<file path="src/logic/loader_pkg.sv">
package loader_pkg;

    localparam int pos_w       = 12;    // loop positions and flash pages
    localparam int out_addr_w  = 15;    // bubble output buffer, 32k x 1
    localparam int fifo_addr_w = 13;    // fifo buffer, 8k x 1

    // serial NOR single-bit read instruction
    localparam logic [7:0] flash_read_cmd = 8'h03;

    localparam logic [pos_w-1:0] boot_page = 12'h805;    // bootloader image page

    // bootloader data starts at 0, page data here
    localparam logic [out_addr_w-1:0] page_data_base = 15'd14336;

endpackage

</file>
<file path="src/logic/loader_ifs.sv">
`timescale 1ns/1ns

interface flash_read_if;
    logic        session;       // held high for the whole flash access
    logic [23:0] flash_addr;
    logic        bit_req;
    logic        bit_ack;
    logic        bit_data;
    logic        cmd_done;      // one cycle after the address is out

    modport master (output session, flash_addr, bit_req, input bit_ack, bit_data, cmd_done);
    modport slave  (input session, flash_addr, bit_req, output bit_ack, bit_data, cmd_done);
endinterface


</file>
<file path="src/logic/spi_flash_reader.sv">
`timescale 1ns/1ns

module spi_flash_reader
(
    input  logic         MCLK,
    input  logic         reset,
    flash_read_if.slave  fr,
    output logic         flash_cs_n,
    output logic         flash_sck,
    output logic         flash_mosi,
    input  logic         flash_miso
);

    import loader_pkg::*;

    typedef enum logic [2:0]
    {
        st_idle,
        st_cmd_low,
        st_cmd_high,
        st_cmd_end,
        st_ready,
        st_bit_high,
        st_bit_wait
    } state_t;

    state_t      state;
    logic [31:0] shifter;       // instruction then 24-bit address
    logic [4:0]  bit_cnt;

    always_ff @(posedge MCLK)
    begin
        if (reset)
        begin
            state       <= st_idle;
            flash_cs_n  <= 1'b1;
            flash_sck   <= 1'b0;
            flash_mosi  <= 1'b0;
            fr.cmd_done <= 1'b0;
            fr.bit_ack  <= 1'b0;
        end
        else
        begin
            fr.cmd_done <= 1'b0;
            case (state)
                st_idle:
                    if (fr.session)
                    begin
                        shifter    <= {flash_read_cmd, fr.flash_addr};
                        bit_cnt    <= '0;
                        flash_cs_n <= 1'b0;
                        state      <= st_cmd_low;
                    end
                st_cmd_low:
                begin
                    flash_sck  <= 1'b0;
                    flash_mosi <= shifter[31];      // msb first
                    shifter    <= {shifter[30:0], 1'b0};
                    state      <= st_cmd_high;
                end
                st_cmd_high:
                begin
                    flash_sck <= 1'b1;
                    bit_cnt   <= bit_cnt + 5'd1;
                    state     <= (bit_cnt == 5'd31) ? st_cmd_end : st_cmd_low;
                end
                st_cmd_end:
                begin
                    flash_sck   <= 1'b0;            // flash drives first data bit here
                    flash_mosi  <= 1'b0;
                    fr.cmd_done <= 1'b1;
                    state       <= st_ready;
                end
                st_ready:
                    if (!fr.session)
                    begin
                        flash_cs_n <= 1'b1;
                        state      <= st_idle;
                    end
                    else if (fr.bit_req)
                    begin
                        flash_sck   <= 1'b1;
                        fr.bit_data <= flash_miso;  // sampled on the rising edge
                        state       <= st_bit_high;
                    end
                st_bit_high:
                begin
                    flash_sck  <= 1'b0;
                    fr.bit_ack <= 1'b1;
                    state      <= st_bit_wait;
                end
                st_bit_wait:
                    if (!fr.bit_req)
                    begin
                        fr.bit_ack <= 1'b0;
                        state      <= st_ready;
                    end
                default:
                    state <= st_idle;
            endcase
        end
    end

endmodule

</file>
<file path="src/flat_wrapper.sv">
// flat-port wrapper written by rule: the top's interface ports become plain ports
module spi_flash_reader_flat import loader_pkg::*;
  (MCLK, reset, flash_cs_n, flash_sck, flash_mosi, flash_miso, fr_session, fr_flash_addr, fr_bit_req, fr_bit_ack, fr_bit_data, fr_cmd_done);
  flash_read_if fr_i ();
  input  logic MCLK;
  input  logic reset;
  output logic flash_cs_n;
  output logic flash_sck;
  output logic flash_mosi;
  input  logic flash_miso;
  input wire logic [$bits(fr_i.session)-1:0] fr_session;
  input wire logic [$bits(fr_i.flash_addr)-1:0] fr_flash_addr;
  input wire logic [$bits(fr_i.bit_req)-1:0] fr_bit_req;
  output wire logic [$bits(fr_i.bit_ack)-1:0] fr_bit_ack;
  output wire logic [$bits(fr_i.bit_data)-1:0] fr_bit_data;
  output wire logic [$bits(fr_i.cmd_done)-1:0] fr_cmd_done;
  assign fr_i.session = fr_session;
  assign fr_i.flash_addr = fr_flash_addr;
  assign fr_i.bit_req = fr_bit_req;
  assign fr_bit_ack = fr_i.bit_ack;
  assign fr_bit_data = fr_i.bit_data;
  assign fr_cmd_done = fr_i.cmd_done;
  spi_flash_reader u_core (.MCLK(MCLK), .reset(reset), .fr(fr_i), .flash_cs_n(flash_cs_n), .flash_sck(flash_sck), .flash_mosi(flash_mosi), .flash_miso(flash_miso));
endmodule
</file>
<file path="config.mk">
export PLATFORM = sky130hd
export DESIGN_NAME = spi_flash_reader_flat
export DESIGN_NICKNAME = d
export VERILOG_FILES = /design/src/logic/loader_pkg.sv /design/src/logic/loader_ifs.sv /design/src/logic/spi_flash_reader.sv /design/src/flat_wrapper.sv
export SDC_FILE = /design/constraint.sdc
export NUM_CORES = 1
export LEC_CHECK = 0
export BUFFER_PORTS_ARGS = -buffer_cell sky130_fd_sc_hd__clkbuf_2
export CAP_MARGIN = 20
export CORE_MARGIN = 2
export CORE_UTILIZATION = 52
export CTS_BUF_LIST = sky130_fd_sc_hd__clkbuf_16
export DETAILED_ROUTE_END_ITERATION = 7
export GPL_ROUTABILITY_DRIVEN = 0
export PLACE_DENSITY = 0.75
export SYNTH_ARGS = -nofsm -noshare
export SYNTH_HDL_FRONTEND = slang
export SYNTH_SLANG_ARGS = --single-unit
</file>
<file path="constraint.sdc">
create_clock -name MCLK -period 8.4 [get_ports MCLK]
set_input_delay 1.26 -clock MCLK [delete_from_list [all_inputs] [get_ports MCLK]]
set_output_delay 1.26 -clock MCLK [all_outputs]
set_load 0.01 [all_outputs]
</file>
# Yosys cells after proc, flatten, opt, wreduce, memory -nomap -nowiden
# Cells that the tools add are included.
classes:
  div: 0
  n_addsub: 1
  bitwise_logic: 1
  n_mul: 0
  n_shift: 0
  mux: 20
  eq_ne: 13
  magnitude_cmp: 0
  n_reduce_logical: 15
op_table:
  columns: ["operator", "n"]
  rows:
  - ["$pmux 32 s2", 1]
  - ["$mux 32", 1]
  - ["$pmux 3 s7", 1]
  - ["$reduce_and 3->1", 5]
  - ["$mux 3", 4]
  - ["$ne 2x2->1 const B", 5]
  - ["$pmux 5 s2", 1]
  - ["$reduce_bool 2->1", 5]
  - ["$eq 3x3->1 const B", 3]
  - ["$eq 3x2->1 const B", 2]
  - ["$mux 1", 6]
  - ["$pmux 1 s2", 3]
  - ["$add 5x1->5 const B", 1]
  - ["$eq 5x5->1 const B", 1]
  - ["$mux 5", 1]
  - ["$reduce_and 4->1", 1]
  - ["$eq 3x1->1 const B", 1]
  - ["$logic_not 3->1", 1]
  - ["$ne 3x3->1 const B", 1]
  - ["$pmux 1 s3", 1]
  - ["$reduce_bool 3->1", 1]
  - ["$reduce_or 3->1", 1]
  - ["$mux 2", 1]
  - ["$reduce_and 2->1", 1]
  - ["$not 1->1", 1]
totals:
  ram_bits: 0
  out_inout_bits: 6
  in_bits: 29
  latch_bits: 0
  mem_bits_ro: 0
  register_bits: 46
  mem_count: 0

# Longest topological paths before layout
depth:
  ltp_word: 4
  depth_mapped: 6
  mapped_depth_nobuf: 6

# Worst setup path before layout
# Ideal clock, no wire load.
synth_path:
  path_type: "input port to flip-flop"
  from: "input port reset"
  to: "register u_core.shifter[0], enable pin"
  slack_ps: 3323
  t_required_ps: 7898
  setup_time_ps: 502
  cell_stages: 2
  t_arrival_ps: 4575
  n_path_buf: 1
  path_cell_list: "clkbuf_1 -> nor4_1"
synth_between:
  elab_chain_cells: 2
synth_lines:
  columns: ["item", "line", "text"]
  rows:
  - ["start, declared", "flat_wrapper.sv:6", "input logic reset;"]
  - ["$not 1->1 (no line)", null, null]
  - ["$reduce_and 3->1 (no line)", null, null]
  - ["end signal, assigned", "spi_flash_reader.sv:49", "shifter <= {flash_read_cmd, fr.flash_addr};"]
  - ["end signal, assigned", "spi_flash_reader.sv:58", "shifter <= {shifter[30:0], 1'b0};"]
  - ["end, declared", "spi_flash_reader.sv:28", "logic [31:0] shifter;"]
# No other way between the ends.
# A chain may end at the register's enable or synchronous reset.

# Worst setup path after layout
# Same ends and word-level chain as after synthesis.

==> results.py <==
metrics = {
    "routing": {
        "ant_nets": 0,
        "wirelength_mm": 2.86,
        "wire_per_inst_um": 13.0,
        "vias": 1126,
        "first_pass_iters": 4,
        "viasPerCell": 5.12,
        "drt_iter0_markers": 50,
        "drc": 0,
    },
    "floorplan": {
        "dieHeight_um": 65.6,
        "ios": 35,
        "core_mm2": 0.00366,
        "dieArea_mm2": 0.00430,
        "initial_core_util_pct": 53.9,
        "rows": 22,
        "fp.dieW_um": 65.6,
    },
    "worst_setup_path": {
        "crit_path_max_incr_delay_ns": 0.40,
        "cp_slowest_cell": "buf_4",
        "worstRegToRegCells": 4,
        "setup.worst_path.start_class": "primary input",
        "required_ns": 8.34,
        "rr_startpoint": "u_core.state[0]",
        "critPathKind": "in -> reg",
        "cp_max_fo": 32,
        "end_kind": "register",
        "path_cells": "clkbuf_2 -> nor4_2 -> buf_4",
        "reg2reg_slack_ns": 6.61,
        "r2r-end": "u_core.shifter[19]",
        "cp.arrival_ns": 2.07,
    },
    "cells_and_area": {
        "num-fill-cells": 281,
        "layout.nets": 202,
        "area_growth_pct": 17.1,
        "final_cells": 220,
        "diodes": 0,
        "final_util_pct": 63.1,
        "layout-drive-gt1-share_pct": 40.7,
    },
    "placed_design": {
        "dp.cells": 212,
        "dp_hpwl_mm": 1.94,
        "place.port_buffers": 34,
    },
    "power_and_ir_drop": {
        "irDropWorstVdd_v": 0.000131,
        "switchingPower_uw": 97.9,
        "p_int_uw": 393,
        "combPwrFrac_pct": 8.3,
        "p_per_area_mw_per_mm2": 212,
        "p_seq_share_pct": 55.1,
        "p_total_uw": 490,
        "p_leak_uw": 0.000856,
        "switching_share_pct": 20.0,
        "clockPowerShare_pct": 36.6,
    },
    "yosys": {
        "synth_xor_area_share_pct": 0.888,
        "synth_cells": 135,
        "yosys_register_bits": 46,
        "synth_compound_area_share_pct": 4.19,
        "ys_types": 34,
        "avgSynthCellArea_um2": 14.6,
        "netlist_area_mm2": 0.00197,
        "synth_top_family_by_area": "multiplexers",
        "synth-adder-area-share_pct": 1.27,
        "synthMuxAreaShare_pct": 13.6,
        "synth_warnings": 0,
        "seq_area_frac_synth_pct": 65.9,
        "yosys.area_share.simple_pct": 11.3,
        "synth_fp_nets": 166,
    },
    "clock_network": {
        "ctsHoldBuffers": 0,
        "post_cts_buffers": 0,
        "cts.clk_slew.worst_paths_ns": 0.06,
        "clkLatencyLatePin_ns": 0.28,
        "ctsResizeCount": 0,
        "cts_tree": "done",
        "numCtsBuffers": 5,
        "h-tree-depth": 2,
        "cts-root-buf": "clkbuf_16",
        "clk_path_buf_depth": 2,
        "cts.sinks": 46,
    },
    "sta": {
        "slew_viol_final": 0,
        "rsz0062_at_grt": "false",
        "slew_headroom_pct": 69.6,
        "timing.hold.ws_ns": 0.466,
        "worst_pin_slew_ns": 0.456,
        "min_period_over_period_pct": 25.3,
        "tns_ns": 0,
        "hold_viol_final": 0,
        "fin_crit_ns": 2.13,
        "fmax_mhz": 470,
        "finClkSkew_ns": 0.00402,
        "setup_violations": 0,
    },
    "global_route": {
        "grt_pass1_wl_mm": 4.86,
        "grt-ovfl-total": 0,
        "grt_use_total_pct": 15.4,
        "grt_max_degree": 33,
        "grt_pass1_vias": 1099,
        "antenna_found_initial": 0,
    },
    "min_path": {
        "hold-path-endpoint": "u_core.flash_mosi",
        "holdCritStartpoint": "u_core.flash_mosi",
        "holdPathStages": 2,
        "min_path_type": "reg -> reg",
    },
    "run": {
        "maxCapViolCount": 0,
    },
    "run_status": {
        "status": "complete, no violations",
    },
}
-- registers in the layout (all words and copies together), names as in the netlist --
register / flops
u_core.fr.cmd_done: 1
u_core.flash_mosi: 1
u_core.bit_cnt: 5
u_core.fr.bit_data: 1
u_core.flash_cs_n: 1
u_core.fr.bit_ack: 1
u_core.flash_sck: 1
u_core.state: 3
u_core.shifter: 32
-- placed cells by master (no fill, tap or decap), drive strengths merged --
cell     n
a21o     1
mux2    23
xnor2    1
buf      2
nand3b   2
nor3     4
mux2i    1
or3      3
ha       2
inv      1
nand4b   1
nor4     1
nor2     9
nor2b    1
and2     8
a21oi    8
nand2    4
a21bo    1
nand2b   2
o21ai    2
and3     1
or3b     1
o21a     1
edfxtp  38
dfxtp    8
xor2     1
clkbuf  39
or2      1
clkinv   3
nand3    1
o21bai   1
-- synthesized netlist by cell type, drive strengths merged --
library cell	count	share of area (%)
mux2i	1	0.51
or3	3	0.95
a21bo	1	0.51
a21oi	8	2.0
mux2	23	13
xnor2	1	0.44
nand2b	2	1.0
buf	6	2.4
and2	8	2.5
nand3b	2	0.76
nand4b	1	0.44
nor2b	1	0.32
clkbuf	1	0.19
nand2	4	0.76
ha	2	1.3
a21o	1	0.38
nor4	1	0.32
o21bai	1	0.38
o21ai	2	0.51
dfxtp	8	8.1
edfxtp	38	58
or3b	1	0.44
o21a	1	0.38
and3	1	0.32
xor2	1	0.44
nand3	1	0.25
nor2	9	1.8
or2	1	0.32
inv	1	0.19
nor3	4	1.0
-- cell families after synthesis --
family | count (synthesis)
DFF | 46
and+or+nand+nor | 39
adders and majority gates | 2
muxes | 24
xor gates and xnor gates | 2
buffers and inverters | 8
AOI/OAI and AO/OA | 14
-- metal layers --
metal  up-vias  global-route usage (%)  part of all wire [%]
li1        568                       -                     -
met2        21                    22.8                    48
met4         0                    10.2                   2.8
met5         -                       0                     0
met3         7                    2.74                   3.4
met1       530                    20.7                    46
-- metrics by stage --
step	area, µm²	setup WS, ns
6_report	2310	6.27
5_1_grt	2310	6.13
4_1_cts	2310	6.27
3_5_place_dp	2170	5.96
3_3_place_gp	2170	6.00
2_1_floorplan	1970	3.32
-- worst max-delay path by stage --
stage                from                 end
global route        reset   u_core.bit_cnt[1]
floorplan           reset   u_core.shifter[0]
global placement    reset  u_core.shifter[10]
finish              reset   u_core.shifter[0]
detailed placement  reset  u_core.shifter[16]
CTS                 reset   u_core.shifter[1]
-- power groups by stage --
| stage | Combinational [µW] | Sequential, µW | Clock [µW] |
|---|---|---|---|
| after global routing | 45.9 | 272 | 194 |
| after floorplan | 30.7 | 273 | 0 |
| after CTS | 41.7 | 270 | 185 |
| final | 40.9 | 270 | 179 |
| after detailed placement | 41.5 | 275 | 0 |
| after global placement | 39.8 | 274 | 0 |
-- cell type report --
| type | instances | area [µm²] | share of cell area, % |
|---|---|---|---|
| Inverter | 1 | 3.75 | 0.163 |
| Timing Repair Buffer | 36 | 185 | 8.02 |
| Clock inverter | 3 | 11.3 | 0.488 |
| Multi-Input combinational cell | 81 | 623 | 27.0 |
| Tap cell | 48 | 60.1 | 2.60 |
| Sequential cell | 46 | 1300 | 56.3 |
| Clock buffer | 5 | 125 | 5.42 |
-- worst max-delay path: cells and delay by family --
family / cells / cell delay, ns
AND/OR/NAND/NOR: 1 / 0.23
buffers and inverters: 2 / 0.57
Note: power is estimated with default switching activity, not from simulation.
