`src/logic/loader_pkg.sv`:
```
package loader_pkg;

    localparam int pos_w       = 12;    // loop positions and flash pages
    localparam int out_addr_w  = 15;    // bubble output buffer, 32k x 1
    localparam int fifo_addr_w = 13;    // fifo buffer, 8k x 1

    // serial NOR single-bit read instruction
    localparam logic [7:0] flash_read_cmd = 8'h03;

    localparam logic [pos_w-1:0] boot_page = 12'h805;    // bootloader image page

    // bootloader data starts at 0, page data here
    localparam logic [out_addr_w-1:0] page_data_base = 15'd14336;

endpackage

```
`src/logic/loader_ifs.sv`:
```


interface buffer_write_if;
    logic region_start;         // reloads both address counters
    logic region_page;          // page region instead of bootloader region
    logic wr_req;
    logic wr_ack;
    logic wr_data;
    logic fifo_copy;            // also write this bit to the fifo

    modport master (output region_start, region_page, wr_req, wr_data, fifo_copy,
                    input wr_ack);
    modport slave  (input region_start, region_page, wr_req, wr_data, fifo_copy,
                    output wr_ack);
endinterface


```
`src/logic/buffer_writer.sv`:
```
`timescale 1ns/1ns

module buffer_writer
(
    input  logic                               MCLK,
    input  logic                               reset,
    buffer_write_if.slave                      bw,
    output logic                               out_wr_en,
    output logic [loader_pkg::out_addr_w-1:0]  out_wr_addr,
    output logic                               out_wr_data,
    output logic                               fifo_wr_en,
    output logic [loader_pkg::fifo_addr_w-1:0] fifo_wr_addr,
    output logic                               fifo_wr_data
);

    import loader_pkg::*;

    always_ff @(posedge MCLK)
    begin
        if (reset)
        begin
            out_wr_en    <= 1'b0;
            fifo_wr_en   <= 1'b0;
            out_wr_addr  <= '0;
            fifo_wr_addr <= '0;
            bw.wr_ack    <= 1'b0;
        end
        else
        begin
            if (bw.region_start)
            begin
                out_wr_addr  <= bw.region_page ? page_data_base : '0;
                fifo_wr_addr <= '0;
            end
            if (out_wr_en)
            begin
                out_wr_en   <= 1'b0;
                fifo_wr_en  <= 1'b0;
                out_wr_addr <= out_wr_addr + 1'b1;
                if (fifo_wr_en)
                    fifo_wr_addr <= fifo_wr_addr + 1'b1;   // skipped loops leave no gap
                bw.wr_ack <= 1'b1;
            end
            else if (bw.wr_req && !bw.wr_ack)
            begin
                out_wr_en  <= 1'b1;
                fifo_wr_en <= bw.fifo_copy;
            end
            else if (!bw.wr_req)
                bw.wr_ack <= 1'b0;
        end
    end

    always_ff @(posedge MCLK)
    begin
        if (bw.wr_req && !bw.wr_ack && !out_wr_en)
        begin
            out_wr_data  <= bw.wr_data;
            fifo_wr_data <= bw.wr_data;
        end
    end

endmodule

```
`src/flat_wrapper.sv`:
```
// flat-port wrapper written by rule: the top's interface ports become plain ports
module buffer_writer_flat import loader_pkg::*;
  (MCLK, reset, out_wr_en, out_wr_addr, out_wr_data, fifo_wr_en, fifo_wr_addr, fifo_wr_data, bw_region_start, bw_region_page, bw_wr_req, bw_wr_data, bw_fifo_copy, bw_wr_ack);
  buffer_write_if bw_i ();
  input  logic MCLK;
  input  logic reset;
  output logic out_wr_en;
  output logic [loader_pkg::out_addr_w-1:0] out_wr_addr;
  output logic out_wr_data;
  output logic fifo_wr_en;
  output logic [loader_pkg::fifo_addr_w-1:0] fifo_wr_addr;
  output logic fifo_wr_data;
  input wire logic [$bits(bw_i.region_start)-1:0] bw_region_start;
  input wire logic [$bits(bw_i.region_page)-1:0] bw_region_page;
  input wire logic [$bits(bw_i.wr_req)-1:0] bw_wr_req;
  input wire logic [$bits(bw_i.wr_data)-1:0] bw_wr_data;
  input wire logic [$bits(bw_i.fifo_copy)-1:0] bw_fifo_copy;
  output wire logic [$bits(bw_i.wr_ack)-1:0] bw_wr_ack;
  assign bw_i.region_start = bw_region_start;
  assign bw_i.region_page = bw_region_page;
  assign bw_i.wr_req = bw_wr_req;
  assign bw_i.wr_data = bw_wr_data;
  assign bw_i.fifo_copy = bw_fifo_copy;
  assign bw_wr_ack = bw_i.wr_ack;
  buffer_writer u_core (.MCLK(MCLK), .reset(reset), .bw(bw_i), .out_wr_en(out_wr_en), .out_wr_addr(out_wr_addr), .out_wr_data(out_wr_data), .fifo_wr_en(fifo_wr_en), .fifo_wr_addr(fifo_wr_addr), .fifo_wr_data(fifo_wr_data));
endmodule
```
`config.mk`:
```
export PLATFORM = sky130hd
export DESIGN_NAME = buffer_writer_flat
export DESIGN_NICKNAME = d
export VERILOG_FILES = /design/src/logic/loader_pkg.sv /design/src/logic/loader_ifs.sv /design/src/logic/buffer_writer.sv /design/src/flat_wrapper.sv
export SDC_FILE = /design/constraint.sdc
export NUM_CORES = 1
export LEC_CHECK = 0
export BUFFER_PORTS_ARGS = -buffer_cell sky130_fd_sc_hd__buf_2
export CAP_MARGIN = 30
export CORE_ASPECT_RATIO = 1.75
export CORE_UTILIZATION = 45
export CTS_BUF_LIST = sky130_fd_sc_hd__clkbuf_4
export DETAILED_ROUTE_END_ITERATION = 6
export GPL_TIMING_DRIVEN = 0
export PLACE_DENSITY = 0.8
export SLEW_MARGIN = 20
export SYNTH_ARGS = -nofsm -noshare
export SYNTH_HDL_FRONTEND = slang
export SYNTH_SLANG_ARGS = --single-unit
```
`constraint.sdc`:
```
create_clock -name MCLK -period 3.9 [get_ports MCLK]
set_clock_uncertainty 0.1 [all_clocks]
set_input_delay 0.39 -clock MCLK [delete_from_list [all_inputs] [get_ports MCLK]]
set_output_delay 0.39 -clock MCLK [all_outputs]
set_load 0.02 [all_outputs]
```
---- Word-level counts from Yosys, hierarchy flattened ----
Index checks and enable logic that the tools add are counted.
storage, ports and cells
  bits in registers ....................... 32
  bits in latches ......................... 0
  RAM bits ................................ 0
  bits in read-only memories .............. 0
  input bits .............................. 7
  output and inout port bits .............. 33
  memories ................................ 0
cells by class
  add/sub/neg operators ................... 2
  multiply operators ...................... 0
  divide/modulo/power cells ............... 0
  magnitude comparators ................... 0
  eq/ne operators ......................... 2
  shift-type cells ........................ 0
  multiplexer cells ....................... 10
  bitwise logic cells ..................... 0
  reductions and logical operators ........ 7
operator list
  kind                     number
  $mux W13                 3
  $mux W15                 2
  $add A15 B1 Y15 const B  1
  $mux W14                 1
  $add A13 B1 Y13 const B  1
  $mux W1                  4
  $ne A2 B1 Y1 const B     2
  $logic_and A1 B1 Y1      2
  $logic_not A1 Y1         2
  $reduce_and A2 Y1        1
  $reduce_bool A2 Y1       1
  $reduce_or A2 Y1         1

---- Depth between registers and ports, before layout ----
Gate-level depths: netlist of run 1.
  depth after elaboration ................. 4
  gate-level depth with buffers ........... 6
  mapped depth without buffers ............ 5

---- Worst setup path before layout of run 1 ----
OpenSTA, ideal clock, no wires.
  path kind ............................... flip-flop to flip-flop
  start point ............................. reg u_core.out_wr_addr[0] (netlist name)
  end point ............................... reg u_core.out_wr_addr[14] (netlist name)
  setup time .............................. 71 ps
  arrival time ............................ 1666 ps
  required time ........................... 3729 ps
  path slack .............................. 2063 ps
  stages on the path, launching flop included .. 7
  path buffers ............................ 1
  clock period less this slack ............ 1837 ps
  path through ............................ dfxtp_1 -> ha_1 -> and3_1 -> clkbuf_2 -> nand4_1 -> or3_1 -> a21oi_1
on the way
  cells in the longest elaborated chain, start to end .. 2
RTL lines
  what                    RTL line             text
  start, declared         buffer_writer.sv:9   output logic [loader_pkg::out_addr_w-1:0] out_wr_addr,
  start signal, assigned  buffer_writer.sv:32  out_wr_addr <= bw.region_page ? page_data_base : '0;
  start signal, assigned  buffer_writer.sv:39  out_wr_addr <= out_wr_addr + 1'b1;
  $add A15 B1 Y15         buffer_writer.sv:39
  $mux W15                buffer_writer.sv:35  if (out_wr_en)
No other way between the ends.
A chain may end at the register's enable or synchronous reset.

---- Worst setup path after layout of run 1 ----
Same ends and word-level chain as after synthesis.

==> reports/metrics.cfg, run 1 <==
[timing]
holdWs_ns = 0.100
finalCritPeriodShare = 0.488
finalCriticalPeriod_ns = 1.90
max_freq_mhz = 526
finalHoldViolCount = 0
rsz0062_at_grt = false
fin_tns_setup_ns = 0
slew_violations = 0
worst_pin_slew_ns = 0.501
slew_headroom = 0.666
worst_slack_ns = 2.00
setup_viol = 0

[synth]
syn_avg_cell_area_um2 = 8.09
synthDistinctLibCells = 47
syn_inst = 199
syn-num-nets = 208
ys_seq_elements = 32
yosysWarnings = 0
syn_area_mm2 = 0.00161
seq_area_frac_synth = 0.404

[layout]
layout_commonest_cell = buf_2
n_antenna_cell = 0
postLayoutCoreUtil = 0.568
stdcell_count = 290
fin_area_mm2 = 0.00193
drive_gt1_frac = 0.216
layout_common_cells = buf_2 (39), dfxtp_1 (31), a21oi_1 (27)
nets = 253
area_delta_synth_final_pct = 20.0

[worst_setup_path]
crit_path_start_kind = flip-flop
worstPathRequired_ns = 4.09
crit_type = flip-flop to flip-flop
rr_worst_depth = 6
rrSetupSlack_ns = 2.00
cp_max_fo = 8
cp.arrival_ns = 2.09
end_kind = flip-flop

[clock_tree]
clk_pin_slew_ns = 0.10
hold_buffers = 0
clkLatencyLatePin_ns = 0.36
clock_sinks = 32
htree_levels = 2
cts_buffer_depth = 2
postCtsSetupBuffers = 0
numCtsBuffers = 5
cts_root_buf = clkbuf_4
tritoncts = yes
cts.repair.resized = 0

[placement]
placed_area_mm2 = 0.00186
port_buffers = 38
dp_hpwl_um = 2940
place_congestion = 0.889
pre_cts_slack_ns = 2.02
dp.cells = 282

[pwr]
ir_drop_mv = 0.252
p_leak_nw = 0.753
p_per_area_mw_per_mm2 = 338
power_uw = 653

[floorplan]
row_count = 28
initial_core_util = 0.473
fp.dieH_um = 81.1
core_mm2 = 0.00340
design.die.area_mm2 = 0.00383
dieWidth_um = 47.2
ioPinCount = 40

[hold_path]
min_path_cells = 1
hp-class = input pin to flip-flop

[detailed_routing]
first_pass_iters = 4
wl_per_cell_um = 13.9
ant_nets = 0
drt_wl_total_um = 4030
vias = 1690
drc = 0
drt_iter0_markers = 55
routed_via_density = 5.83

[run]
drv.max_cap_violation_count = 0

[global_route]
grt_usage = 0.240
antenna_found_initial = 0
grt_pass1_vias = 1515
grt_pass1_wl_um = 6500
grt_overflow = 0
grt_max_degree = 11

[outcome]
status = finished, final reports clean

registers in the layout, indices dropped and copies added, names as in the netlist:
signal / count
u_core.bw.wr_ack: 1
u_core.out_wr_en: 1
u_core.fifo_wr_addr: 13
u_core.out_wr_data: 1
u_core.out_wr_addr: 15
u_core.fifo_wr_en: 1
critical path: stages, from the launching register on:
cell,delay (ns)
dfxtp_1,0.43
ha_1,0.25
and3_1,0.17
clkbuf_2,0.18
nand4_1,0.19
or3_1,0.38
a21oi_1,0.13
layout make-up:
class	count	area [um2]
Buffer	11	47.5
Timing Repair Buffer	38	190
Clock inverter	3	37.5
Clock buffer	5	37.5
Tap cell	45	56.3
Fill cell	344	1470
Inverter	6	22.5
Multi-Input combinational cell	150	888
Sequential cell	32	651
synth_stat cells (all sizes together):
master / number / area [um2]
dfxtp: 31 / 621
a21oi: 27 / 135
nand2: 14 / 55.1
nor2: 14 / 52.6
nand3: 11 / 55.1
clkbuf: 9 / 35.0
and3: 8 / 51.3
o21ai: 8 / 40.0
nor3: 7 / 35.0
a31oi: 6 / 37.5
nor4: 6 / 37.5
or3: 6 / 38.8
inv: 5 / 18.8
nand4: 4 / 25.0
nand2b: 3 / 18.8
o31ai: 3 / 22.5
or4: 3 / 22.5
a21boi: 2 / 15.0
a311oi: 2 / 17.5
and2: 2 / 12.5
and4: 2 / 20.0
buf: 2 / 12.5
ha: 2 / 25.0
mux2i: 2 / 20.0
nand3b: 2 / 15.0
nor3b: 2 / 15.0
o211ai: 2 / 15.0
a2111oi: 1 / 8.76
a211oi: 1 / 7.51
a221oi: 1 / 8.76
a41oi: 1 / 8.76
clkinv: 1 / 3.75
edfxtp: 1 / 30.0
mux2: 1 / 11.3
nor2b: 1 / 6.26
o2111ai: 1 / 8.76
o2bb2ai: 1 / 8.76
o311a: 1 / 10.0
o311ai: 1 / 8.76
or4b: 1 / 10.0
xor2: 1 / 8.76
kinds of logic after synthesis:
logic type	after synthesis	synth area share
flops	32	0.404
fa+ha+maj	2	0.0155
xor+xnor	1	0.00544
simple gates	86	0.292
buf+inv	17	0.0435
mux	3	0.0194
compound gates	58	0.219
routing by layer:
metal | part of all wire | wire length (um) | vias up | global-route usage
li1 | - | - | 847 | -
met1 | 0.39 | 1580 | 795 | 0.238
met2 | 0.54 | 2190 | 38 | 0.410
met3 | 0.034 | 138 | 10 | 0.0622
met4 | 0.029 | 116 | 0 | 0.163
met5 | 0 | 0 | - | 0
path summary, 6_finish.rpt:
kind                                       from                             endpoint
max          u_core.out_wr_addr[0]$_SDFFE_PP0P_  u_core.out_wr_addr[14]$_SDFFE_PP0P_
min                                  bw_wr_data         u_core.out_wr_data$_DFFE_PP_
max reg2reg  u_core.out_wr_addr[0]$_SDFFE_PP0P_  u_core.out_wr_addr[14]$_SDFFE_PP0P_
min reg2reg   u_core.fifo_wr_addr[5]$_SDFF_PP0_    u_core.fifo_wr_addr[5]$_SDFF_PP0_
power by group:
group          total [mW]  switching, mW  internal [mW]
clock network       0.253          0.122          0.131
logic              0.0585         0.0399         0.0186
registers           0.341        0.00657          0.334
Power figures use the tool's default switching activity.
==> inputs of run 2 (changes only) <==
--- a/config.mk
+++ b/config.mk
@@ -5,6 +5,7 @@
 export SDC_FILE = /design/constraint.sdc
 export NUM_CORES = 1
 export LEC_CHECK = 0
+export ABC_AREA = 1
 export BUFFER_PORTS_ARGS = -buffer_cell sky130_fd_sc_hd__buf_2
 export CAP_MARGIN = 30
 export CORE_ASPECT_RATIO = 1.75
==> constraint.sdc (replaced) <==
create_clock -name MCLK -period 1.8 [get_ports MCLK]
set_clock_uncertainty 0.1 [all_clocks]
set_input_delay 0.18 -clock MCLK [delete_from_list [all_inputs] [get_ports MCLK]]
set_output_delay 0.18 -clock MCLK [all_outputs]
set_load 0.02 [all_outputs]
==> reports/metrics.cfg, run 2 <==
[layout]
top_register = u_core.out_wr_addr
area_delta_synth_final_pct = 20.7
layout_commonest_cell = nand2_1
reg_top3 = u_core.out_wr_addr (15), u_core.fifo_wr_addr (13)
layout_common_cells = nand2_1 (56), buf_2 (42), dfxtp_1 (31)
n_antenna_cell = 0
postLayoutCoreUtil = 0.580
drive_gt1_frac = 0.195
largest_reg_flops = 15
nets = 301

[timing]
slew_headroom = 0.631
rsz0062_at_grt = false
finalHoldViolCount = 0
worst_pin_slew_ns = 0.551
finalCritPeriodShare = 0.896
fin_tns_setup_ns = 0
finalCriticalPeriod_ns = 1.61
max_freq_mhz = 620
setup_viol = 0
slew_violations = 0

[worst_setup_path]
cp_top_family = simple AND/OR/NAND/NOR gates
crit_type = flip-flop to flip-flop
cp_max_fo = 5
crit_slowest_cell = dfxtp_1
worstPathRequired_ns = 1.96
crit_path_start_kind = flip-flop
end_kind = flip-flop
cp.arrival_ns = 1.78
crit_chain = ha_1, nand2_1, nor2_1, nand4_1, nor2_1, nand2_1, nand2_1, nor2_1
critPathMaxStageDelay_ns = 0.41
worst-path-buf-inv = 0

[clock_tree]
cts.repair.resized = 0
clkLatencyLatePin_ns = 0.35
clock_sinks = 32
cts_buffer_depth = 2
numCtsBuffers = 5
htree_levels = 2
postCtsSetupBuffers = 0
tritoncts = yes
cts_root_buf = clkbuf_4
clk_pin_slew_ns = 0.11

[detailed_routing]
ant_nets = 0
wl_per_cell_um = 12.6
routed_via_density = 5.37
drt_iter0_markers = 89
drc = 0
drt_wl_total_um = 4270
vias = 1814
first_pass_iters = 4

[floorplan]
row_count = 28
initial_core_util = 0.480
core_mm2 = 0.00343
fp.dieH_um = 82.1
design.die.area_mm2 = 0.00392
ioPinCount = 40
dieWidth_um = 47.8

[pwr]
clock_power_share = 0.386
p_sw_frac = 0.261
combPwrFrac = 0.090
power_frac_seq = 0.524
p_leak_nw = 0.854
internal_power_mw = 1.05
p_per_area_mw_per_mm2 = 713
ir_drop_mv = 0.591
p_sw_uw = 370

[synth]
ys_seq_elements = 32
syn-num-nets = 254
yosysWarnings = 0
ys_top_cells_by_count = nand2_1 (56), dfxtp_1 (31), nor2_1 (30)
synth_edf_count = 1
seq_area_frac_synth = 0.395
yosys-top-cells-area = dfxtp_1 (38%), nand2_1 (13%), a21oi_1 (8.5%)
syn_inst = 245
synth-async-reset-ratio = 0
syn_area_mm2 = 0.00165
synth_top_cell_by_area = dfxtp_1
netlist.area_leader.share = 0.376
synthDistinctLibCells = 26
synthFlopType = dfxtp_1
yosysMostFrequentCell = nand2_1
syn_avg_cell_area_um2 = 6.73

[outcome]
status = finished, final reports clean

[global_route]
grt_pass1_vias = 1635
antenna_found_initial = 0
grt_overflow = 0
grt_max_degree = 11
grt_usage = 0.254
grt_pass1_wl_um = 7050

[placement]
port_buffers = 38
place_congestion = 0.883
dp_hpwl_um = 3180

[run]
drv.max_cap_violation_count = 0

[hold_path]
hp-class = input pin to flip-flop

## run 2: cell count changes in the layout (fill, tap and decap cells not counted), moves of 6 or more
cell / change
nand2_1: +43
inv_1: +22
nor2_1: +16
clkbuf_1: -8
and3_1: -7
nand3_1: +6
## run 2: cells by family after synthesis
logic type,Yosys count,share of synthesized area
simple gates,123,0.324
compound gates,52,0.176
buf+inv,35,0.0850
flops,32,0.395
fa+ha+maj,2,0.0152
xor+xnor,1,0.00531
## run 2: worst register-to-register path: stages (launching register included)
cell and delay (ns):
dfxtp_1 0.41, ha_1 0.22, nand2_1 0.10, nor2_1 0.18, nand4_1 0.17, nor2_1 0.18
nand2_1 0.06, nand2_1 0.06, nor2_1 0.04
## run 2: layer usage
layer,up-vias,GRT usage,share of wire
met5,-,0,0
met4,0,0.164,0.035
met3,14,0.0615,0.047
met2,62,0.419,0.52
met1,826,0.271,0.40
li1,912,-,-
## run 2: power groups by stage
| stage | registers [mW] | clock network (mW) | logic [mW] |
|---|---|---|---|
| final | 0.743 | 0.548 | 0.128 |
| after global routing | 0.746 | 0.586 | 0.143 |
| after CTS | 0.743 | 0.557 | 0.129 |
| after detailed placement | 0.759 | 0 | 0.125 |
| after global placement | 0.758 | 0 | 0.124 |
| after floorplan | 0.773 | 0 | 0.0647 |
## run 2: what timing repair did
action	in CTS	in global routing
endpoints found under the setup margin	0	0
hold buffers	2	0
hold endpoints to repair	2	0
## run 2: final timing paths
check / from / to / slack (ns) / cells past startpoint
setup / recovery: u_core.out_wr_addr[0]$_SDFFE_PP0P_ / u_core.out_wr_addr[14]$_SDFFE_PP0P_ / 0.19 / 8
hold / removal: bw_fifo_copy / u_core.fifo_wr_en$_SDFFE_PP0P_ / 0.01 / 3
setup reg to reg: u_core.out_wr_addr[0]$_SDFFE_PP0P_ / u_core.out_wr_addr[14]$_SDFFE_PP0P_ / 0.19 / 8
hold reg to reg: u_core.bw.wr_ack$_SDFFE_PP0P_ / u_core.bw.wr_ack$_SDFFE_PP0P_ / 0.38 / 2
## run 2: area by class of cell
cell class                 instances  area [um2]
fill                             372        1440
multi-input combinational        178         858
clock inverter                     3        37.5
clock buffer                       5        37.5
buffer                             6        31.3
sequential                        32         651
timing repair buffer              40         210
tap                               45        56.3
inverter                          29         109
## run 2: metrics by stage
stage | hold WS [ns] | power, mW | std cells | setup slack, ns | cell area (um2)
floorplan | 0.179 | 0.837 | 245 | 0.263 | 1650
global placement | 0.257 | 0.883 | 328 | 0.215 | 1900
detailed placement | 0.259 | 0.884 | 328 | 0.221 | 1900
CTS | 0.0162 | 1.43 | 338 | 0.194 | 1990
global route | 0.0383 | 1.47 | 338 | 0.0219 | 1990
finish | 0.0139 | 1.42 | 338 | 0.187 | 1990
