[src/logic/loader_pkg.sv]
package loader_pkg;

    localparam int pos_w       = 12;    // loop positions and flash pages
    localparam int out_addr_w  = 15;    // bubble output buffer, 32k x 1
    localparam int fifo_addr_w = 13;    // fifo buffer, 8k x 1

    // serial NOR single-bit read instruction
    localparam logic [7:0] flash_read_cmd = 8'h03;

    localparam logic [pos_w-1:0] boot_page = 12'h805;    // bootloader image page

    // bootloader data starts at 0, page data here
    localparam logic [out_addr_w-1:0] page_data_base = 15'd14336;

endpackage

[src/logic/loader_ifs.sv]
`timescale 1ns/1ns

interface flash_read_if;
    logic        session;       // held high for the whole flash access
    logic [23:0] flash_addr;
    logic        bit_req;
    logic        bit_ack;
    logic        bit_data;
    logic        cmd_done;      // one cycle after the address is out

    modport master (output session, flash_addr, bit_req, input bit_ack, bit_data, cmd_done);
    modport slave  (input session, flash_addr, bit_req, output bit_ack, bit_data, cmd_done);
endinterface

interface buffer_write_if;
    logic region_start;         // reloads both address counters
    logic region_page;          // page region instead of bootloader region
    logic wr_req;
    logic wr_ack;
    logic wr_data;
    logic fifo_copy;            // also write this bit to the fifo

    modport master (output region_start, region_page, wr_req, wr_data, fifo_copy,
                    input wr_ack);
    modport slave  (input region_start, region_page, wr_req, wr_data, fifo_copy,
                    output wr_ack);
endinterface

interface loop_map_if;
    logic clear;
    logic wr;
    logic rd;
    logic wr_bit;
    logic rd_bit;               // valid the cycle after rd

    modport master (output clear, wr, rd, wr_bit, input rd_bit);
    modport slave  (input clear, wr, rd, wr_bit, output rd_bit);
endinterface

[src/logic/load_sequencer.sv]
`timescale 1ns/1ns

module load_sequencer
#(
    parameter int BOOT_BITS = 2656,
    parameter int MAP_BITS  = 1200,
    parameter int HEAD_BITS = 6,
    parameter int PAGE_BITS = 1024
)
(
    input  logic                         MCLK,
    input  logic                         reset,
    input  logic                         start,
    input  logic                         page_mode,
    input  logic [2:0]                   image_sel,
    input  logic [loader_pkg::pos_w-1:0] page,
    output logic                         convert,
    input  logic                         conv_done,
    output logic                         finished,
    flash_read_if.master                 fr,
    buffer_write_if.master               bw,
    loop_map_if.master                   lm
);

    import loader_pkg::*;

    typedef enum logic [3:0]
    {
        st_idle,
        st_conv,
        st_addr,
        st_cmd,
        st_fetch,
        st_write,
        st_map_rd,
        st_map_wait,
        st_done
    } state_t;

    typedef enum logic [1:0] {ph_boot, ph_map, ph_head, ph_data} phase_t;

    state_t      state;
    phase_t      phase;
    logic [11:0] loop_cnt;      // written bits, or good loops in a page
    logic [11:0] loop_last;
    logic        good;          // current write counts toward the phase
    logic        phase_end;

    always_comb
    begin
        case (phase)
            ph_boot: loop_last = 12'(BOOT_BITS - 1);
            ph_map:  loop_last = 12'(MAP_BITS - 1);
            ph_head: loop_last = 12'(HEAD_BITS - 1);
            default: loop_last = 12'(PAGE_BITS - 1);
        endcase
    end

    assign phase_end = good && (loop_cnt == loop_last);
    assign lm.rd     = (state == st_map_rd);

    always_ff @(posedge MCLK)
    begin
        if (reset)
        begin
            state           <= st_idle;
            phase           <= ph_boot;
            convert         <= 1'b0;
            finished        <= 1'b0;
            fr.session      <= 1'b0;
            fr.bit_req      <= 1'b0;
            bw.region_start <= 1'b0;
            bw.wr_req       <= 1'b0;
            lm.clear        <= 1'b0;
            lm.wr           <= 1'b0;
        end
        else
        begin
            convert         <= 1'b0;
            finished        <= 1'b0;
            bw.region_start <= 1'b0;
            lm.clear        <= 1'b0;
            lm.wr           <= 1'b0;
            case (state)
                st_idle:
                    if (start)
                    begin
                        lm.clear        <= 1'b1;
                        bw.region_start <= 1'b1;
                        bw.region_page  <= page_mode;
                        convert         <= page_mode;
                        phase           <= page_mode ? ph_head : ph_boot;
                        loop_cnt        <= '0;
                        state           <= page_mode ? st_conv : st_addr;
                    end
                st_conv:
                    if (conv_done)
                        state <= st_addr;
                st_addr:
                begin
                    fr.flash_addr <= {2'b00, image_sel, page_mode ? page : boot_page, 7'd0};
                    fr.session    <= 1'b1;
                    state         <= st_cmd;
                end
                st_cmd:
                    if (fr.cmd_done)
                        state <= page_mode ? st_map_rd : st_fetch;
                st_fetch:
                    if (!fr.bit_req && !fr.bit_ack)
                        fr.bit_req <= 1'b1;
                    else if (fr.bit_req && fr.bit_ack)
                    begin
                        fr.bit_req   <= 1'b0;
                        bw.wr_data   <= fr.bit_data;
                        bw.fifo_copy <= 1'b1;
                        lm.wr        <= (phase == ph_map);  // map bits also fill the table
                        lm.wr_bit    <= fr.bit_data;
                        good         <= 1'b1;
                        state        <= st_write;
                    end
                st_write:
                    if (!bw.wr_req && !bw.wr_ack)
                        bw.wr_req <= 1'b1;
                    else if (bw.wr_req && bw.wr_ack)
                    begin
                        bw.wr_req <= 1'b0;
                        if (phase_end)
                        begin
                            loop_cnt <= '0;
                            phase    <= (phase == ph_boot) ? ph_map : ph_data;
                        end
                        else if (good)
                            loop_cnt <= loop_cnt + 12'd1;
                        if (phase_end && (phase == ph_map || phase == ph_data))
                            state <= st_done;
                        else if (phase == ph_boot || phase == ph_map)
                            state <= st_fetch;
                        else
                            state <= st_map_rd;
                    end
                st_map_rd:
                    state <= st_map_wait;
                st_map_wait:
                    if (!lm.rd_bit)
                    begin
                        bw.wr_data   <= 1'b0;       // bad loop, no flash bit used
                        bw.fifo_copy <= 1'b0;
                        good         <= 1'b0;
                        state        <= st_write;
                    end
                    else if (phase == ph_head)
                    begin
                        bw.wr_data   <= 1'b1;
                        bw.fifo_copy <= 1'b0;
                        good         <= 1'b1;
                        state        <= st_write;
                    end
                    else
                        state <= st_fetch;
                st_done:
                begin
                    fr.session <= 1'b0;
                    finished   <= 1'b1;
                    state      <= st_idle;
                end
                default:
                    state <= st_idle;
            endcase
        end
    end

endmodule

[src/flat_wrapper.sv]
// flat-port wrapper written by rule: the top's interface ports become plain ports
module load_sequencer_flat import loader_pkg::*;
#(
    parameter int BOOT_BITS = 2656,
    parameter int MAP_BITS  = 1200,
    parameter int HEAD_BITS = 6,
    parameter int PAGE_BITS = 1024
)
  (MCLK, reset, start, page_mode, image_sel, page, convert, conv_done, finished, fr_session, fr_flash_addr, fr_bit_req, fr_bit_ack, fr_bit_data, fr_cmd_done, bw_region_start, bw_region_page, bw_wr_req, bw_wr_data, bw_fifo_copy, bw_wr_ack, lm_clear, lm_wr, lm_rd, lm_wr_bit, lm_rd_bit);
  flash_read_if fr_i ();
  buffer_write_if bw_i ();
  loop_map_if lm_i ();
  input  logic MCLK;
  input  logic reset;
  input  logic start;
  input  logic page_mode;
  input  logic [2:0] image_sel;
  input  logic [loader_pkg::pos_w-1:0] page;
  output logic convert;
  input  logic conv_done;
  output logic finished;
  output wire logic [$bits(fr_i.session)-1:0] fr_session;
  output wire logic [$bits(fr_i.flash_addr)-1:0] fr_flash_addr;
  output wire logic [$bits(fr_i.bit_req)-1:0] fr_bit_req;
  input wire logic [$bits(fr_i.bit_ack)-1:0] fr_bit_ack;
  input wire logic [$bits(fr_i.bit_data)-1:0] fr_bit_data;
  input wire logic [$bits(fr_i.cmd_done)-1:0] fr_cmd_done;
  output wire logic [$bits(bw_i.region_start)-1:0] bw_region_start;
  output wire logic [$bits(bw_i.region_page)-1:0] bw_region_page;
  output wire logic [$bits(bw_i.wr_req)-1:0] bw_wr_req;
  output wire logic [$bits(bw_i.wr_data)-1:0] bw_wr_data;
  output wire logic [$bits(bw_i.fifo_copy)-1:0] bw_fifo_copy;
  input wire logic [$bits(bw_i.wr_ack)-1:0] bw_wr_ack;
  output wire logic [$bits(lm_i.clear)-1:0] lm_clear;
  output wire logic [$bits(lm_i.wr)-1:0] lm_wr;
  output wire logic [$bits(lm_i.rd)-1:0] lm_rd;
  output wire logic [$bits(lm_i.wr_bit)-1:0] lm_wr_bit;
  input wire logic [$bits(lm_i.rd_bit)-1:0] lm_rd_bit;
  assign fr_session = fr_i.session;
  assign fr_flash_addr = fr_i.flash_addr;
  assign fr_bit_req = fr_i.bit_req;
  assign fr_i.bit_ack = fr_bit_ack;
  assign fr_i.bit_data = fr_bit_data;
  assign fr_i.cmd_done = fr_cmd_done;
  assign bw_region_start = bw_i.region_start;
  assign bw_region_page = bw_i.region_page;
  assign bw_wr_req = bw_i.wr_req;
  assign bw_wr_data = bw_i.wr_data;
  assign bw_fifo_copy = bw_i.fifo_copy;
  assign bw_i.wr_ack = bw_wr_ack;
  assign lm_clear = lm_i.clear;
  assign lm_wr = lm_i.wr;
  assign lm_rd = lm_i.rd;
  assign lm_wr_bit = lm_i.wr_bit;
  assign lm_i.rd_bit = lm_rd_bit;
  load_sequencer #(.BOOT_BITS(BOOT_BITS), .MAP_BITS(MAP_BITS), .HEAD_BITS(HEAD_BITS), .PAGE_BITS(PAGE_BITS)) u_core (.MCLK(MCLK), .reset(reset), .start(start), .page_mode(page_mode), .image_sel(image_sel), .page(page), .convert(convert), .conv_done(conv_done), .finished(finished), .fr(fr_i), .bw(bw_i), .lm(lm_i));
endmodule
[config.mk]
export PLATFORM = sky130hd
export DESIGN_NAME = load_sequencer_flat
export DESIGN_NICKNAME = d
export VERILOG_FILES = /design/src/logic/loader_pkg.sv /design/src/logic/loader_ifs.sv /design/src/logic/load_sequencer.sv /design/src/flat_wrapper.sv
export SDC_FILE = /design/constraint.sdc
export NUM_CORES = 1
export LEC_CHECK = 0
export ABC_CLOCK_PERIOD_IN_PS = 2600
export BUFFER_PORTS_ARGS = -buffer_cell sky130_fd_sc_hd__buf_2
export CORE_UTILIZATION = 47
export DETAILED_ROUTE_END_ITERATION = 10
export PLACE_DENSITY = 0.75
export SYNTH_ARGS = -nofsm -noshare
export SYNTH_HDL_FRONTEND = slang
export SYNTH_SLANG_ARGS = --single-unit
export TNS_END_PERCENT = 10
[constraint.sdc]
create_clock -name MCLK -period 2.6 [get_ports MCLK]
set_input_delay 0.26 -clock MCLK [delete_from_list [all_inputs] [get_ports MCLK]]
set_output_delay 0.26 -clock MCLK [all_outputs]
set_load 0.005 [all_outputs]
Yosys cells after proc, flatten, opt, wreduce, memory -nomap -nowiden
Cells that the tools add are included.
{"block": "classes", "n_reduce_logical": 31, "mux": 46, "n_eq_ne": 22, "bitwise": 6, "addsub": 1}
{"cell": "two-way mux 12 bit", "count": 5}
{"cell": "two-way mux 4 bit", "count": 9}
{"cell": "one-hot mux 12 bit (3 select lines)", "count": 1}
{"cell": "one-hot mux 4 bit (8 select lines)", "count": 1}
{"cell": "one-hot mux 12 bit (2 select lines)", "count": 1}
{"cell": "two-way mux 2 bit", "count": 9}
{"cell": "== test 4 x 3 -> 1 bit (second input constant)", "count": 4}
{"cell": "two-way mux 1 bit", "count": 15}
{"cell": "adder 12 x 1 -> 12 bit (second input constant)", "count": 1}
{"cell": "== test 12 bit", "count": 1}
{"cell": "!= test 2 bit (second input constant)", "count": 5}
{"cell": "AND reduction 5 bit", "count": 2}
{"cell": "nonzero test 2 bit", "count": 5}
{"cell": "== test 4 x 2 -> 1 bit (second input constant)", "count": 2}
{"cell": "one-hot mux 1 bit (2 select lines)", "count": 4}
{"cell": "AND reduction 7 bit", "count": 1}
{"cell": "logical AND 1 bit", "count": 6}
{"cell": "!= test 2 x 1 -> 1 bit (second input constant)", "count": 3}
{"cell": "inverter 1 bit", "count": 6}
{"cell": "AND reduction 2 bit", "count": 3}
{"cell": "AND reduction 6 bit", "count": 1}
{"cell": "== test 2 bit (second input constant)", "count": 2}
{"cell": "== test 4 x 1 -> 1 bit (second input constant)", "count": 1}
{"cell": "== test 4 bit (second input constant)", "count": 1}
{"cell": "13 further kinds", "count": 17}
{"block": "word_totals", "ff_bits": 45, "output_inout_bits": 37, "elab_cells": 123, "inputBits": 25}

Longest topological paths before layout
{"block": "depth", "depth_word": 9, "depth_mapped": 8}

Least setup slack after synthesis
No wires, ideal clock.
{"block": "synth_path", "path_type": "reg-to-reg", "startpoint": "register u_core.state[0]", "endpoint": "register u_core.fr.flash_addr[10] (enable)", "arrival_time_ns": 2.285, "path_buffers": 2, "slack_ns": -0.111, "path_stages_with_launch": 5, "period_less_slack_ns": 2.711, "required_ns": 2.174, "setup_time_ns": 0.426, "cell_sequence": "dfxtp_1 clkbuf_1 clkbuf_1 nand2b_1 nor4_1"}
{"block": "synth_via", "elab_chain_cells": 2}
{"element": "from (decl)", "line_no": "load_sequencer.sv:42", "text": "state_t state;"}
{"element": "from (signal assigned)", "line_no": "load_sequencer.sv:66", "text": "state <= st_idle;"}
{"element": "from (signal assigned)", "line_no": "load_sequencer.sv:94", "text": "state <= page_mode ? st_conv : st_addr;"}
{"element": "from (signal assigned)", "line_no": "load_sequencer.sv:98", "text": "state <= st_addr;"}
{"element": "== test 4 x 2 -> 1 bit", "line_no": "load_sequencer.sv:84", "text": "case (state)"}
{"element": "AND reduction 2 bit (no line)"}
{"element": "to (signal assigned)", "line_no": "load_sequencer.sv:101", "text": "fr.flash_addr <= {2'b00, image_sel, page_mode ? page : boot_page, 7'd0};"}
{"element": "to (decl)", "line_no": "loader_ifs.sv:11", "text": "modport master (output session, flash_addr, bit_req, input bit_ack, bit_data, cmd_done);"}
Every way passes these cells.
A chain may end at the register's enable or synchronous reset.

Worst setup path after layout
{"block": "layout_path", "startpoint": "register u_core.phase[0]", "endpoint": "register u_core.loop_cnt[4] (enable)"}
{"block": "layout_via", "elab_chain_cells": 6, "word_cells_on_any_way": 8, "cone_classes": "4 x eq/ne; 1 x mux; 3 x reduce/logical"}
{"element": "from (decl)", "line_no": "load_sequencer.sv:43", "text": "phase_t phase;"}
{"element": "from (signal assigned)", "line_no": "load_sequencer.sv:67", "text": "phase <= ph_boot;"}
{"element": "from (signal assigned)", "line_no": "load_sequencer.sv:92", "text": "phase <= page_mode ? ph_head : ph_boot;"}
{"element": "from (signal assigned)", "line_no": "load_sequencer.sv:130", "text": "phase <= (phase == ph_boot) ? ph_map : ph_data;"}
{"element": "== test 2 bit, or another cell as far along", "line_no": "load_sequencer.sv:51", "text": "case (phase)"}
{"element": "one-hot mux 12 bit (3 select lines) (*)", "line_no": "load_sequencer.sv:51"}
{"element": "== test 12 bit (*)", "line_no": "load_sequencer.sv:59", "text": "assign phase_end = good && (loop_cnt == loop_last);"}
{"element": "logical AND 1 bit (*)", "line_no": "load_sequencer.sv:59"}
{"element": "!= test 3 x 1 -> 1 bit (no line) (*)"}
{"element": "AND reduction 6 bit (no line) (*)"}
{"element": "to (signal assigned)", "line_no": "load_sequencer.sv:133", "text": "loop_cnt <= loop_cnt + 12'd1;"}
{"element": "to (decl)", "line_no": "load_sequencer.sv:44", "text": "logic [11:0] loop_cnt;"}
Every way passes the cells marked *; elsewhere a longest branch is shown, timed or not.

==> impl_metrics.tcl <==
set metrics [dict create \
    wirelength_um 4570 \
    antenna_cells 0 \
    grt_first_pass_wirelength_um 7350 \
    worstMarginPinSlew_ns 0.561 \
    antenna_found_initial 0 \
    initialDrtViolationCount 94 \
    synth_top_area_share_pct 40.6 \
    skew_ns 0.00435 \
    power_density_mw_per_mm2 832 \
    finalHoldViolCount 0 \
    insertion_delay_ns 0.29 \
    fin_tns_setup_ns 0 \
    path_max_fanout 12 \
    die-height_um 72.9 \
    htree_levels 2 \
    ys_async_sr_fraction_pct 0 \
    netlist_instances 232 \
    grt_overflow_total 0 \
    clock-sinks 45 \
    io_buffers 52 \
    regArea_sq_mm 0.00122 \
    period_needed_ns 2.37 \
    multi_input_area_sq_mm 0.00101 \
    post_cts_buffers 0 \
    synth-seq-cells 45 \
    fillers 417 \
    wl_per_cell_um 13.0 \
    synth_warnings 0 \
    max_freq_ghz 0.421 \
    synth_area_per_cell_sq_um 10.2 \
    cp-start-kind "register" \
    yosys.area.top_type "edfxtp_1" \
    utilization_pct 57.8 \
    synth_common_cells "nor2_1, edfxtp_1, dfxtp_1, inv_1, nand2_1" \
    synth-edff-count 32 \
    hold_path_class "input pin to register" \
    ys.flop_type "edfxtp_1" \
    clk_path_buf_depth 2 \
    clk_pin_slew_ns 0.08 \
    vias 1795 \
    ant_nets 0 \
    outcome "finished, final reports clean" \
    num-nets-final 317 \
    num_io_pins 62 \
    drt_pass1_iterations 4 \
    slew_violations 0 \
    postCtsHoldBufs 0 \
    p_leak_uw 0.00113 \
    hpwl_um 3280 \
    start_util_pct 49.4 \
    ys_seq_area_share_pct 51.6 \
    setup_viol 0 \
    cts_resized 0 \
    synth_cell_types 48 \
    drv_cap 0 \
    cts_made_buffers 5 \
    clock-root-buffer "clkbuf_8" \
    rsz0062_at_grt "false" \
    drive_gt1_share_pct 24.3 \
    grt_use_total_pct 18.2 \
    crit_path_end_kind "register" \
    grt_pass1_vias 1638 \
    area_growth_pct 16.9 \
    cts_tree "built" \
    netlist_area_sq_mm 0.00236 \
    crit_arrival_ns 2.37 \
    synth.area.top_cells "edfxtp_1, dfxtp_1, nor2_1" \
    setup.worst_path.class "register to register" \
    ir_drop_uv 322 \
    slew-limit-headroom_pct 62.5 \
    finalPower_uw 2300 \
    core.rowCount 25 \
    grt_start_max_net_pins 20 \
    die_w_um 72.9 \
    dieArea_sq_mm 0.00532 \
    post-route-drc-count 0 \
    place.gp.congestion 0.834 \
    post_drt_via_cell_ratio 5.11 \
    worstPathRequired_ns 2.60 \
    period_share_pct 91.3 \
    coreArea_sq_mm 0.00479 \
    synth.most_common_cell "nor2_1" \
]
-- power by group --
group          switching [uW]  internal, uW  total (uW)  leakage [uW]
Clock                     224           313         537     0.0000585
Sequential                159           920        1080      0.000397
Combinational             387           298         685      0.000672
Total                     770          1530        2300       0.00113
-- state kept, by name, summed over array words and instances, names as in the netlist, 2 cells and up --
register and cells:
u_core.fr.flash_addr 15, u_core.state 4, u_core.loop_cnt 12, u_core.phase 2
-- metrics by stage --
stage / hold slack, ns / std cells / worst slack (ns) / cell area [sq um]
final: 0.142 / 351 / 0.227 / 2770
after global routing: 0.132 / 351 / 0.0676 / 2770
after CTS: 0.133 / 351 / 0.242 / 2770
after detailed placement: 0.440 / 343 / 0.252 / 2650
after global placement: 0.439 / 343 / 0.293 / 2650
after floorplan: 0.359 / 240 / 0.219 / 2400
-- layer usage --
layer  global-route usage [%]  up-vias  part of all wire (%)
li1                         -      889                     -
met1                     22.9      825                    44
met2                     31.3       75                    48
met3                     3.45        6                   6.8
met4                     6.32        0                   1.2
met5                        0        -                     0
-- worst max-delay path, cell delays in order (launching register included) --
cell and delay [ns]:
dfxtp_1 0.39, inv_1 0.09, ha_1 0.29, or4b_1 0.46, a211oi_2 0.26, nand4_2 0.18, nand2b_2 0.12, o21a_1 0.11
buf_4 0.19
-- placed cells by master (no fill, tap or decap), types with 2 or more instances in the layout --
cell      Yosys  routed
a21oi_1       7       7
a31o_2        2       2
a31oi_1       2       2
and2_1       10      10
and3_1        6       6
buf_2         2      52
buf_4        10       3
clkbuf_8      0       6
conb_1        1       9
dfxtp_1      13      13
edfxtp_1     32      32
ha_1          9       9
inv_1        13      13
mux2i_1       3       3
nand2_1      12      12
nand2b_1      6       6
nand3_1       8       8
nor2_1       34      34
nor2b_1       2       2
nor3_1        5       5
nor3b_1       2       2
o21ai_0       7       7
o22ai_1       2       2
or3_1         2       2
xnor2_1       4       4
xor2_1        9       9
-- cells by family after synthesis --
logic type / Yosys count / share of synthesized area, %
simple gates: 98 / 21.5
mux: 3 / 1.27
flops: 45 / 51.6
compound gates: 31 / 8.78
fa+ha+maj: 9 / 4.76
buf+inv: 32 / 7.09
other cells: 1 / 0.159
xor+xnor: 13 / 4.81
-- layout make-up --
type                    instances  share of cell area (%)
clock buffers                   7                    3.12
multi-input cells             163                    36.6
well taps                      67                    3.03
inverters                      13                    1.76
flip-flops and latches         45                    44.2
clock inverters                 1                    1.09
repair buffers                 55                    10.2
-- path summary, 6_finish.rpt --
check                           depth (start not counted)               from                       end  slack (ns)
worst max-delay path                                    8    u_core.phase[0]        u_core.loop_cnt[4]        0.23
worst min-delay path                                    1       image_sel[1]  u_core.fr.flash_addr[20]        0.14
worst max register to register                          8    u_core.phase[0]        u_core.loop_cnt[4]        0.23
worst min register to register                          2  u_core.fr.session         u_core.fr.session        0.47
No activity file was read; power rests on OpenSTA's default activity.
